--- config.mk ---
export PLATFORM = sky130hd
export DESIGN_NAME = trace_unit
export DESIGN_NICKNAME = d
export VERILOG_FILES = /design/src/source/trace_pkg.sv /design/src/source/trace_retire_fsm.sv /design/src/source/trace_order_counter.sv /design/src/source/trace_instr_capture.sv /design/src/source/trace_mem_capture.sv /design/src/source/trace_unit.sv
export SDC_FILE = /design/constraint.sdc
export NUM_CORES = 1
export LEC_CHECK = 0
export ABC_AREA = 0
export BUFFER_PORTS_ARGS = -buffer_cell sky130_fd_sc_hd__buf_2
export CAP_MARGIN = 20
export CORE_AREA = 3 3 274 276
export DETAILED_ROUTE_END_ITERATION = 10
export DIE_AREA = 0 0 277 279
export HOLD_SLACK_MARGIN = 0.03
export SETUP_SLACK_MARGIN = 0.2
export SLEW_MARGIN = 10
export SYNTH_ARGS = -nofsm -noshare
export SYNTH_HDL_FRONTEND = slang
export SYNTH_SLANG_ARGS = --single-unit
export TNS_END_PERCENT = 20
--- constraint.sdc ---
create_clock -name clk -period 2.5 [get_ports clk]
set_input_delay 0.25 -clock clk [delete_from_list [all_inputs] [get_ports clk]]
set_output_delay 0.25 -clock clk [all_outputs]
set_load 0.01 [all_outputs]
--- src/source/trace_pkg.sv ---
/*
  Shared widths and encodings for the retirement trace unit.
  Modules reference these through trace_pkg:: scoped names.
*/

`default_nettype none

package trace_pkg;

  // Default width of the retirement order number
  localparam int unsigned ORDER_WIDTH_DEFAULT = 64;

  //////////////////////////////////////////////////////////////
  // Data widths
  //////////////////////////////////////////////////////////////

  typedef logic [31:0] word_t;
  typedef logic [15:0] half_t;
  typedef logic [4:0]  reg_addr_t;
  typedef logic [3:0]  byte_mask_t;
  typedef logic [1:0]  data_type_t;

  // Access size as driven by the load/store unit
  localparam data_type_t DT_WORD   = 2'd0;
  localparam data_type_t DT_HALF   = 2'd1;
  localparam data_type_t DT_BYTE   = 2'd2;

  //////////////////////////////////////////////////////////////
  // Control encodings
  //////////////////////////////////////////////////////////////

  // Next-PC source from the controller
  typedef enum logic [2:0] {
    PC_BOOT = 3'd0,
    PC_JUMP = 3'd1,
    PC_EXC  = 3'd2,
    PC_ERET = 3'd3,
    PC_DRET = 3'd4
  } pc_sel_e;

  // Exception PC source, only meaningful with PC_EXC
  typedef enum logic [2:0] {
    EXC_PC_EXC     = 3'd0,
    EXC_PC_IRQ     = 3'd1,
    EXC_PC_DBD     = 3'd2,
    EXC_PC_DBG_EXC = 3'd3
  } exc_pc_sel_e;

  // Instruction tracker
  typedef enum logic {
    TRK_IDLE   = 1'b0,
    TRK_ACTIVE = 1'b1
  } trk_state_e;

endpackage

`default_nettype wire

--- src/source/trace_retire_fsm.sv ---
/*
  Tracks whether an instruction is in flight and whether the core has
  just entered a trap handler. Produces the record valid and interrupt flags.
*/

`timescale 1ns/1ps
`default_nettype none

module trace_retire_fsm (
  input  wire                    clk,
  input  wire                    rst_ni,
  input  wire                    instr_new_i,
  input  wire                    instr_ret_i,
  input  wire                    pc_set_i,
  input  trace_pkg::pc_sel_e     pc_mux_i,
  input  trace_pkg::exc_pc_sel_e exc_pc_mux_i,
  output logic                   insn_active_o,
  output logic                   valid_o,
  output logic                   intr_o
);

  trace_pkg::trk_state_e state_q;
  trace_pkg::trk_state_e state_d;
  logic                  trap_entry;
  logic                  trap_q;
  logic                  trap_d;

  // In flight from the decode pulse until retirement
  assign insn_active_o = instr_new_i | (state_q == trace_pkg::TRK_ACTIVE);

  always_comb begin
    if (insn_active_o && !instr_ret_i) begin
      state_d = trace_pkg::TRK_ACTIVE;
    end else begin
      state_d = trace_pkg::TRK_IDLE;
    end
  end

  //////////////////////////////////////////////////////////////
  // Trap handler entry
  //////////////////////////////////////////////////////////////

  assign trap_entry = pc_set_i && (pc_mux_i == trace_pkg::PC_EXC) &&
                      (exc_pc_mux_i == trace_pkg::EXC_PC_EXC ||
                       exc_pc_mux_i == trace_pkg::EXC_PC_IRQ);

  always_comb begin
    trap_d = trap_q;
    if (trap_entry) begin
      trap_d = 1'b1;
    end else if (trap_q && instr_ret_i) begin
      // First handler instruction has retired
      trap_d = 1'b0;
    end
  end

  always_ff @(posedge clk or negedge rst_ni) begin
    if (!rst_ni) begin
      state_q <= trace_pkg::TRK_IDLE;
      trap_q  <= 1'b0;
      valid_o <= 1'b0;
      intr_o  <= 1'b0;
    end else begin
      state_q <= state_d;
      trap_q  <= trap_d;
      valid_o <= instr_ret_i;
      intr_o  <= trap_q & insn_active_o;
    end
  end

  // Pipeline may only retire an instruction that has been decoded
  ret_needs_active_a : assert property (
    @(posedge clk) disable iff (!rst_ni)
    instr_ret_i |-> insn_active_o
  );

endmodule

`default_nettype wire

--- src/source/trace_order_counter.sv ---
/*
  Retirement order number. Counts the records already presented,
  so each record carries the number of records before it.
*/

`timescale 1ns/1ps
`default_nettype none

module trace_order_counter #(
  parameter int unsigned OrderWidth = trace_pkg::ORDER_WIDTH_DEFAULT
) (
  input  wire                   clk,
  input  wire                   rst_ni,
  input  wire                   valid_i,
  output logic [OrderWidth-1:0] order_o
);

  always_ff @(posedge clk or negedge rst_ni) begin
    if (!rst_ni) begin
      order_o <= '0;
    end else if (valid_i) begin
      order_o <= order_o + 1'b1;
    end
  end

  // Steps by exactly one per record, wrapping at the width
  order_step_a : assert property (
    @(posedge clk) disable iff (!rst_ni)
    order_o == $past(order_o) + OrderWidth'($past(valid_i))
  );

endmodule

`default_nettype wire

--- src/source/trace_instr_capture.sv ---
/*
  Captures the instruction part of a retirement record: word, trap flag,
  PCs and register fields. Source data is held per instruction and the
  destination follows the in-flight instruction.
*/

`timescale 1ns/1ps
`default_nettype none

module trace_instr_capture (
  input  wire                  clk,
  input  wire                  rst_ni,
  input  wire                  insn_active_i,
  input  wire                  instr_new_i,
  input  wire                  illegal_insn_i,
  input  trace_pkg::word_t     instr_rdata_i,
  input  trace_pkg::half_t     instr_rdata_c_i,
  input  wire                  instr_is_compressed_i,
  input  trace_pkg::word_t     pc_id_i,
  input  trace_pkg::word_t     pc_if_i,
  input  trace_pkg::reg_addr_t rs1_addr_i,
  input  trace_pkg::reg_addr_t rs2_addr_i,
  input  trace_pkg::word_t     rs1_rdata_i,
  input  trace_pkg::word_t     rs2_rdata_i,
  input  trace_pkg::reg_addr_t rd_addr_i,
  input  trace_pkg::word_t     rd_wdata_i,
  input  wire                  rd_we_i,
  output trace_pkg::word_t     insn_o,
  output logic                 trap_o,
  output trace_pkg::word_t     pc_rdata_o,
  output trace_pkg::word_t     pc_wdata_o,
  output trace_pkg::reg_addr_t rs1_addr_o,
  output trace_pkg::reg_addr_t rs2_addr_o,
  output trace_pkg::word_t     rs1_rdata_o,
  output trace_pkg::word_t     rs2_rdata_o,
  output trace_pkg::reg_addr_t rd_addr_o,
  output trace_pkg::word_t     rd_wdata_o
);

  trace_pkg::word_t     insn_d;
  trace_pkg::word_t     rs1_rdata_d;
  trace_pkg::word_t     rs2_rdata_d;
  trace_pkg::reg_addr_t rd_addr_d;
  trace_pkg::word_t     rd_wdata_d;

  // Compressed encodings are reported zero-extended
  always_comb begin
    if (instr_is_compressed_i) begin
      insn_d = {16'h0000, instr_rdata_c_i};
    end else begin
      insn_d = instr_rdata_i;
    end
  end

  // Operands sampled at decode, stable until the next instruction
  always_comb begin
    if (instr_new_i) begin
      rs1_rdata_d = rs1_rdata_i;
      rs2_rdata_d = rs2_rdata_i;
    end else begin
      rs1_rdata_d = rs1_rdata_o;
      rs2_rdata_d = rs2_rdata_o;
    end
  end

  // Destination of the in-flight instruction, zero if nothing is written
  always_comb begin
    rd_addr_d  = rd_addr_o;
    rd_wdata_d = rd_wdata_o;
    if (insn_active_i) begin
      if (!rd_we_i) begin
        rd_addr_d  = '0;
        rd_wdata_d = '0;
      end else begin
        rd_addr_d  = rd_addr_i;
        // x0 always reads back zero
        rd_wdata_d = (rd_addr_i == '0) ? '0 : rd_wdata_i;
      end
    end
  end

  always_ff @(posedge clk or negedge rst_ni) begin
    if (!rst_ni) begin
      insn_o      <= '0;
      trap_o      <= 1'b0;
      pc_rdata_o  <= '0;
      pc_wdata_o  <= '0;
      rs1_addr_o  <= '0;
      rs2_addr_o  <= '0;
      rs1_rdata_o <= '0;
      rs2_rdata_o <= '0;
      rd_addr_o   <= '0;
      rd_wdata_o  <= '0;
    end else begin
      insn_o      <= insn_d;
      trap_o      <= illegal_insn_i;
      pc_rdata_o  <= pc_id_i;
      pc_wdata_o  <= pc_if_i;
      rs1_addr_o  <= rs1_addr_i;
      rs2_addr_o  <= rs2_addr_i;
      rs1_rdata_o <= rs1_rdata_d;
      rs2_rdata_o <= rs2_rdata_d;
      rd_addr_o   <= rd_addr_d;
      rd_wdata_o  <= rd_wdata_d;
    end
  end

endmodule

`default_nettype wire

--- src/source/trace_mem_capture.sv ---
/*
  Captures the memory part of a retirement record. Address and data are
  taken on an accepted load/store response; byte masks come from the size.
*/

`timescale 1ns/1ps
`default_nettype none

module trace_mem_capture (
  input  wire                   clk,
  input  wire                   rst_ni,
  input  wire                   insn_active_i,
  input  wire                   lsu_data_valid_i,
  input  trace_pkg::word_t      mem_addr_i,
  input  trace_pkg::word_t      mem_rdata_i,
  input  trace_pkg::word_t      mem_wdata_i,
  input  trace_pkg::data_type_t data_type_i,
  input  wire                   data_we_i,
  output trace_pkg::word_t      mem_addr_o,
  output trace_pkg::word_t      mem_rdata_o,
  output trace_pkg::word_t      mem_wdata_o,
  output trace_pkg::byte_mask_t mem_rmask_o,
  output trace_pkg::byte_mask_t mem_wmask_o
);

  logic                  mem_capture;
  trace_pkg::byte_mask_t mask;

  // Response only counts for the instruction in flight
  assign mem_capture = insn_active_i & lsu_data_valid_i;

  // Byte lanes touched by the access size
  always_comb begin
    unique case (data_type_i)
      trace_pkg::DT_WORD: mask = 4'b1111;
      trace_pkg::DT_HALF: mask = 4'b0011;
      trace_pkg::DT_BYTE: mask = 4'b0001;
      default:            mask = 4'b0000;
    endcase
  end

  always_ff @(posedge clk or negedge rst_ni) begin
    if (!rst_ni) begin
      mem_addr_o  <= '0;
      mem_rdata_o <= '0;
      mem_wdata_o <= '0;
    end else if (mem_capture) begin
      mem_addr_o  <= mem_addr_i;
      mem_rdata_o <= mem_rdata_i;
      mem_wdata_o <= mem_wdata_i;
    end
  end

  always_ff @(posedge clk or negedge rst_ni) begin
    if (!rst_ni) begin
      mem_rmask_o <= '0;
      mem_wmask_o <= '0;
    end else begin
      mem_rmask_o <= mask;
      mem_wmask_o <= data_we_i ? mask : 4'b0000;
    end
  end

  // A store never reports lanes outside the access
  wmask_in_rmask_a : assert property (
    @(posedge clk) disable iff (!rst_ni)
    (mem_wmask_o & ~mem_rmask_o) == '0
  );

endmodule

`default_nettype wire

--- src/source/trace_unit.sv ---
/*
  Retirement trace unit. Samples decode, execute and load/store strobes
  and presents one registered record per retired instruction.
*/

`timescale 1ns/1ps
`default_nettype none

module trace_unit #(
  parameter int unsigned OrderWidth = trace_pkg::ORDER_WIDTH_DEFAULT
) (
  input  wire                    clk,
  input  wire                    rst_ni,
  // Pipeline strobes and values
  input  wire                    instr_new_i,
  input  wire                    instr_ret_i,
  input  wire                    illegal_insn_i,
  input  trace_pkg::word_t       instr_rdata_i,
  input  trace_pkg::half_t       instr_rdata_c_i,
  input  wire                    instr_is_compressed_i,
  input  trace_pkg::word_t       pc_id_i,
  input  trace_pkg::word_t       pc_if_i,
  input  trace_pkg::reg_addr_t   rs1_addr_i,
  input  trace_pkg::reg_addr_t   rs2_addr_i,
  input  trace_pkg::word_t       rs1_rdata_i,
  input  trace_pkg::word_t       rs2_rdata_i,
  input  trace_pkg::reg_addr_t   rd_addr_i,
  input  trace_pkg::word_t       rd_wdata_i,
  input  wire                    rd_we_i,
  input  wire                    lsu_data_valid_i,
  input  trace_pkg::word_t       mem_addr_i,
  input  trace_pkg::word_t       mem_rdata_i,
  input  trace_pkg::word_t       mem_wdata_i,
  input  trace_pkg::data_type_t  data_type_i,
  input  wire                    data_we_i,
  input  wire                    pc_set_i,
  input  trace_pkg::pc_sel_e     pc_mux_i,
  input  trace_pkg::exc_pc_sel_e exc_pc_mux_i,
  // Retirement record
  output logic                   valid_o,
  output logic [OrderWidth-1:0]  order_o,
  output trace_pkg::word_t       insn_o,
  output logic                   trap_o,
  output logic                   intr_o,
  output trace_pkg::reg_addr_t   rs1_addr_o,
  output trace_pkg::reg_addr_t   rs2_addr_o,
  output trace_pkg::word_t       rs1_rdata_o,
  output trace_pkg::word_t       rs2_rdata_o,
  output trace_pkg::reg_addr_t   rd_addr_o,
  output trace_pkg::word_t       rd_wdata_o,
  output trace_pkg::word_t       pc_rdata_o,
  output trace_pkg::word_t       pc_wdata_o,
  output trace_pkg::word_t       mem_addr_o,
  output trace_pkg::byte_mask_t  mem_rmask_o,
  output trace_pkg::byte_mask_t  mem_wmask_o,
  output trace_pkg::word_t       mem_rdata_o,
  output trace_pkg::word_t       mem_wdata_o
);

  logic insn_active;

  //////////////////////////////////////////////////////////////
  // Control
  //////////////////////////////////////////////////////////////

  trace_retire_fsm retire_fsm_inst (
    .clk           (clk),
    .rst_ni        (rst_ni),
    .instr_new_i   (instr_new_i),
    .instr_ret_i   (instr_ret_i),
    .pc_set_i      (pc_set_i),
    .pc_mux_i      (pc_mux_i),
    .exc_pc_mux_i  (exc_pc_mux_i),
    .insn_active_o (insn_active),
    .valid_o       (valid_o),
    .intr_o        (intr_o)
  );

  trace_order_counter #(
    .OrderWidth (OrderWidth)
  ) order_counter_inst (
    .clk     (clk),
    .rst_ni  (rst_ni),
    .valid_i (valid_o),
    .order_o (order_o)
  );

  //////////////////////////////////////////////////////////////
  // Record fields
  //////////////////////////////////////////////////////////////

  trace_instr_capture instr_capture_inst (
    .clk                   (clk),
    .rst_ni                (rst_ni),
    .insn_active_i         (insn_active),
    .instr_new_i           (instr_new_i),
    .illegal_insn_i        (illegal_insn_i),
    .instr_rdata_i         (instr_rdata_i),
    .instr_rdata_c_i       (instr_rdata_c_i),
    .instr_is_compressed_i (instr_is_compressed_i),
    .pc_id_i               (pc_id_i),
    .pc_if_i               (pc_if_i),
    .rs1_addr_i            (rs1_addr_i),
    .rs2_addr_i            (rs2_addr_i),
    .rs1_rdata_i           (rs1_rdata_i),
    .rs2_rdata_i           (rs2_rdata_i),
    .rd_addr_i             (rd_addr_i),
    .rd_wdata_i            (rd_wdata_i),
    .rd_we_i               (rd_we_i),
    .insn_o                (insn_o),
    .trap_o                (trap_o),
    .pc_rdata_o            (pc_rdata_o),
    .pc_wdata_o            (pc_wdata_o),
    .rs1_addr_o            (rs1_addr_o),
    .rs2_addr_o            (rs2_addr_o),
    .rs1_rdata_o           (rs1_rdata_o),
    .rs2_rdata_o           (rs2_rdata_o),
    .rd_addr_o             (rd_addr_o),
    .rd_wdata_o            (rd_wdata_o)
  );

  trace_mem_capture mem_capture_inst (
    .clk              (clk),
    .rst_ni           (rst_ni),
    .insn_active_i    (insn_active),
    .lsu_data_valid_i (lsu_data_valid_i),
    .mem_addr_i       (mem_addr_i),
    .mem_rdata_i      (mem_rdata_i),
    .mem_wdata_i      (mem_wdata_i),
    .data_type_i      (data_type_i),
    .data_we_i        (data_we_i),
    .mem_addr_o       (mem_addr_o),
    .mem_rdata_o      (mem_rdata_o),
    .mem_wdata_o      (mem_wdata_o),
    .mem_rmask_o      (mem_rmask_o),
    .mem_wmask_o      (mem_wmask_o)
  );

endmodule

`default_nettype wire

==> results.md <==
* Ports at 715
* Leading post-synthesis cells by instance count: 378 x dfrtp_1, 177 x mux2_2, 40 x nand2_1
* Synthesized instance count at 885
* Number of standard-cell rows in the floorplan at 99
* Run status: completed
* TritonCTS clock tree: yes
* Combined global-route utilization of all metal layers at 0.128
* Fin crit period at 2.15 ns
* Die height at 279 um
* Largest family of logic cells by synthesized area: multiplexers
* Startpoint of the most critical hold path: instr_is_compressed_i
* Routed wire per std cell at 17.4 um
* Final design instance area without fill at 0.0233 mm2
* Critical path fanouts, max at 13
* RSZ-0062 raised after global routing: true
* Endpoint type of the worst setup path: flop
* Synth Area in Compound Gates at 0.0243
* Static leakage at 11.3 nW
* TritonRoute pass-1 iters at 4
* Synth unique cells at 40
* Largest net degree at the start of global routing at 77
* Clock tree buffer depth at 3
* Sequential share of the synthesized area at 0.699
* Clock insertion delay at the later pin of the skew report at 0.55 ns
* Setup slack of the most critical reg-to-reg path at 0.35 ns
* GRT overflow at 0
* F_max at 466 MHz
* CP Class: flop to flop
* Via count of the routed design at 11793
* Ordered list of cells on the worst path: nand4_1 -> nor4_1 -> buf_4 -> nand4b_1 -> buf_4 -> nor4_1 -> xor2_1
* Num Clock Sinks at 378
* Count of H-tree levels built during CTS at 2
* Area of placed instances at 0.0185 mm2
* Number of antenna violations at the first check in global routing at 3
* Final setup TNS at 0 ns
* Post-Place Setup Slack at 0.293 ns
* Top-area cell type share of the netlist area at 0.699
* Max transition margin at 0.542
* Yosys Warn Count at 0
* Worst hold endpoint: instr_capture_inst.insn_o[30]$_DFF_PN0_
* Data arrival time of the worst path at 2.62 ns
* Synthesized area at 0.0135 mm2
* Die ar. at 0.0773 mm2
* Crit path setup slack, layout at 0.352 ns
* Floorplan Core Area at 0.0728 mm2
* Share of flip-flops with an asynchronous set or reset after synthesis at 1.00
* Layout cells sized above 1 at 0.504
* Drc violations at 0
* Total of flip-flops plus latches after synthesis at 378
* Max incr delay on CP at 0.46 ns
* Worst Hold Depth at 2
* Number of port buffers at 713
* Root Driver: clkbuf_16
* Fraction of synthesized area in multiplexers at 0.147
* Top flip-flop cell by instance count after synthesis: dfrtp_1
* Startpoint of the worst-slack reg-to-reg timing path: retire_fsm_inst.valid_o$_DFF_PN0_
* Pin slew with the least headroom to its limit at 0.687 ns
* Share of synthesized cell area in full adder, half adder and majority cells at 0.000924
* Top cells by area in the synthesized netlist: dfrtp_1 70%, mux2_2 15%, xnor2_1 2.3%
* Number of buffers inserted by post-CTS setup repair at 0
* Max Clock Skew at 0.0110 ns
* Synth Area in Simple Gates at 0.0744
* Required time of the critical path at 2.97 ns
* HPWL after detailed placement at 37300 um
* Total Power Consumption at 16.0 mW
* Layout overhead on the synthesized area at 72.4%
* Top-count cell post-synth: dfrtp_1
* Syn nets at 1223
* Number of cells on the worst reg-to-reg path at 7
* NumNets Final at 2316
* Worst hold margin at 0.249 ns
* Synth Area in XOR/XNOR at 0.0408
* Maximum vdd ir drop at 493 uV
* Effective utilization at floorplan at 0.186
* Final number of max-transition violations at 0
* Number of instances in the placed design at 2558
* Hold Fails Final Rpt at 0
* Max Cap Violations at 0
* Detailed Route WL at 51600 um
* First DRT Iteration DRCs at 421
* Post-synth EDFFs at 0
* Number of global-route vias before repair at 13339
* Pwr Density at 686 mW/mm2
* Antenna-violating nets left at 0
* Number of vias per cell after detailed routing at 3.97
* Final GP Congestion at 0.902
* Wire length of the first global-routing pass at 77700 um
* Worst reg2reg endpoint: order_counter_inst.order_o[53]$_DFFE_PN0P_
* CTS buffer count at 44
* Cell type contributing the most total cell area after synthesis: dfrtp_1
* Horiz. Die Dim at 277 um
* Number of failing setup endpoints in the final timing report at 0
* Average size of a mapped cell at 15.3 um2
* Critical Path Slowest Stage Cell: dfrtp_1
* Share of the cycle needed by the critical path after routing at 0.859
* Post-Route Utilization at 0.320
* Clock input transition at the sequential cells of the worst setup and hold paths at 0.06 ns
* Type of the tightest min-delay check: input port to flop
* Non-filler cells, final at 2970
* Critical path launch point type: flop
==> kinds of logic after synthesis <==
family | Yosys count
AND/OR/NAND/NOR | 180
adder cells (fa/ha/maj) | 1
AO/OA/AOI/OAI | 41
flip-flops | 378
XOR/XNOR | 63
multiplexers | 177
buffers and inverters | 45
==> sequential cells by signal (all words and copies together), names as in the netlist, 3 cells and up <==
register	cells
order_counter_inst.order_o	64
instr_capture_inst.insn_o	32
instr_capture_inst.pc_rdata_o	32
instr_capture_inst.pc_wdata_o	32
instr_capture_inst.rd_wdata_o	32
instr_capture_inst.rs1_rdata_o	32
instr_capture_inst.rs2_rdata_o	32
mem_capture_inst.mem_addr_o	32
mem_capture_inst.mem_rdata_o	32
mem_capture_inst.mem_wdata_o	32
instr_capture_inst.rd_addr_o	5
instr_capture_inst.rs1_addr_o	5
instr_capture_inst.rs2_addr_o	5
mem_capture_inst.mem_rmask_o	3
mem_capture_inst.mem_wmask_o	3
==> timing repair <==
item | in CTS | in global routing
hold buffers | 333 | 0
gates resized for setup | 0 | 2
hold endpoints to repair | 354 | 0
setup endpoints to repair | 0 | 10
==> per-layer routing <==
metal,global-route usage,up-vias,share of wire
met4,0.0560,0,0.044
met1,0.135,5875,0.36
li1,-,5252,-
met3,0.0369,111,0.071
met2,0.237,555,0.53
met5,0,-,0
==> worst max-delay path by stage <==
stage,to,start,cells past startpoint
floorplan,order_counter_inst.order_o[50]$_DFFE_PN0P_,order_counter_inst.order_o[0]$_DFFE_PN0P_,7
detailed placement,order_counter_inst.order_o[60]$_DFFE_PN0P_,order_counter_inst.order_o[0]$_DFFE_PN0P_,7
CTS,order_counter_inst.order_o[54]$_DFFE_PN0P_,order_counter_inst.order_o[0]$_DFFE_PN0P_,7
global placement,order_counter_inst.order_o[58]$_DFFE_PN0P_,order_counter_inst.order_o[0]$_DFFE_PN0P_,7
finish,order_counter_inst.order_o[53]$_DFFE_PN0P_,retire_fsm_inst.valid_o$_DFF_PN0_,7
global route,order_counter_inst.order_o[45]$_DFFE_PN0P_,retire_fsm_inst.valid_o$_DFF_PN0_,7
==> critical path, delay by kind of cell, from the launching register on <==
kind	cells	cell delay, ns
xor gates and xnor gates	1	0.18
buffers and inverters	2	0.40
DFF	1	0.46
and+or+nand+nor	4	1.03
==> cell usage in the layout (no fill, tap or decap), types with 11 or more instances in the layout <==
master and n:
a22o_1 32, buf_2 711, buf_4 30, clkbuf_16 45, clkbuf_8 11, dfrtp_1 378
dlygate4sd3_1 333, inv_1 11, mux2_2 177, nand2_1 40, nand3_1 26, nand4_1 17
nor2_1 28, nor2b_1 19, nor3_1 15, xnor2_1 35, xor2_1 28
==> where the power goes <==
group	switching [mW]	total (mW)	internal, mW
sequential	0.339	7.00	6.66
combinational	1.19	2.54	1.35
clock	2.55	6.48	3.93
total	4.08	16.0	11.9
==> layout make-up <==
| type | count | area (um2) |
|---|---|---|
| fill | 7134 | 49500 |
| sequential | 378 | 9460 |
| timing repair buffer | 1081 | 7240 |
| multi-input combinational | 462 | 3920 |
| clock buffer | 64 | 1310 |
| tap | 959 | 1200 |
| clock inverter | 14 | 155 |
| inverter | 11 | 41.3 |
| antenna | 1 | 2.50 |
Note: power is estimated with default switching activity, not from simulation.
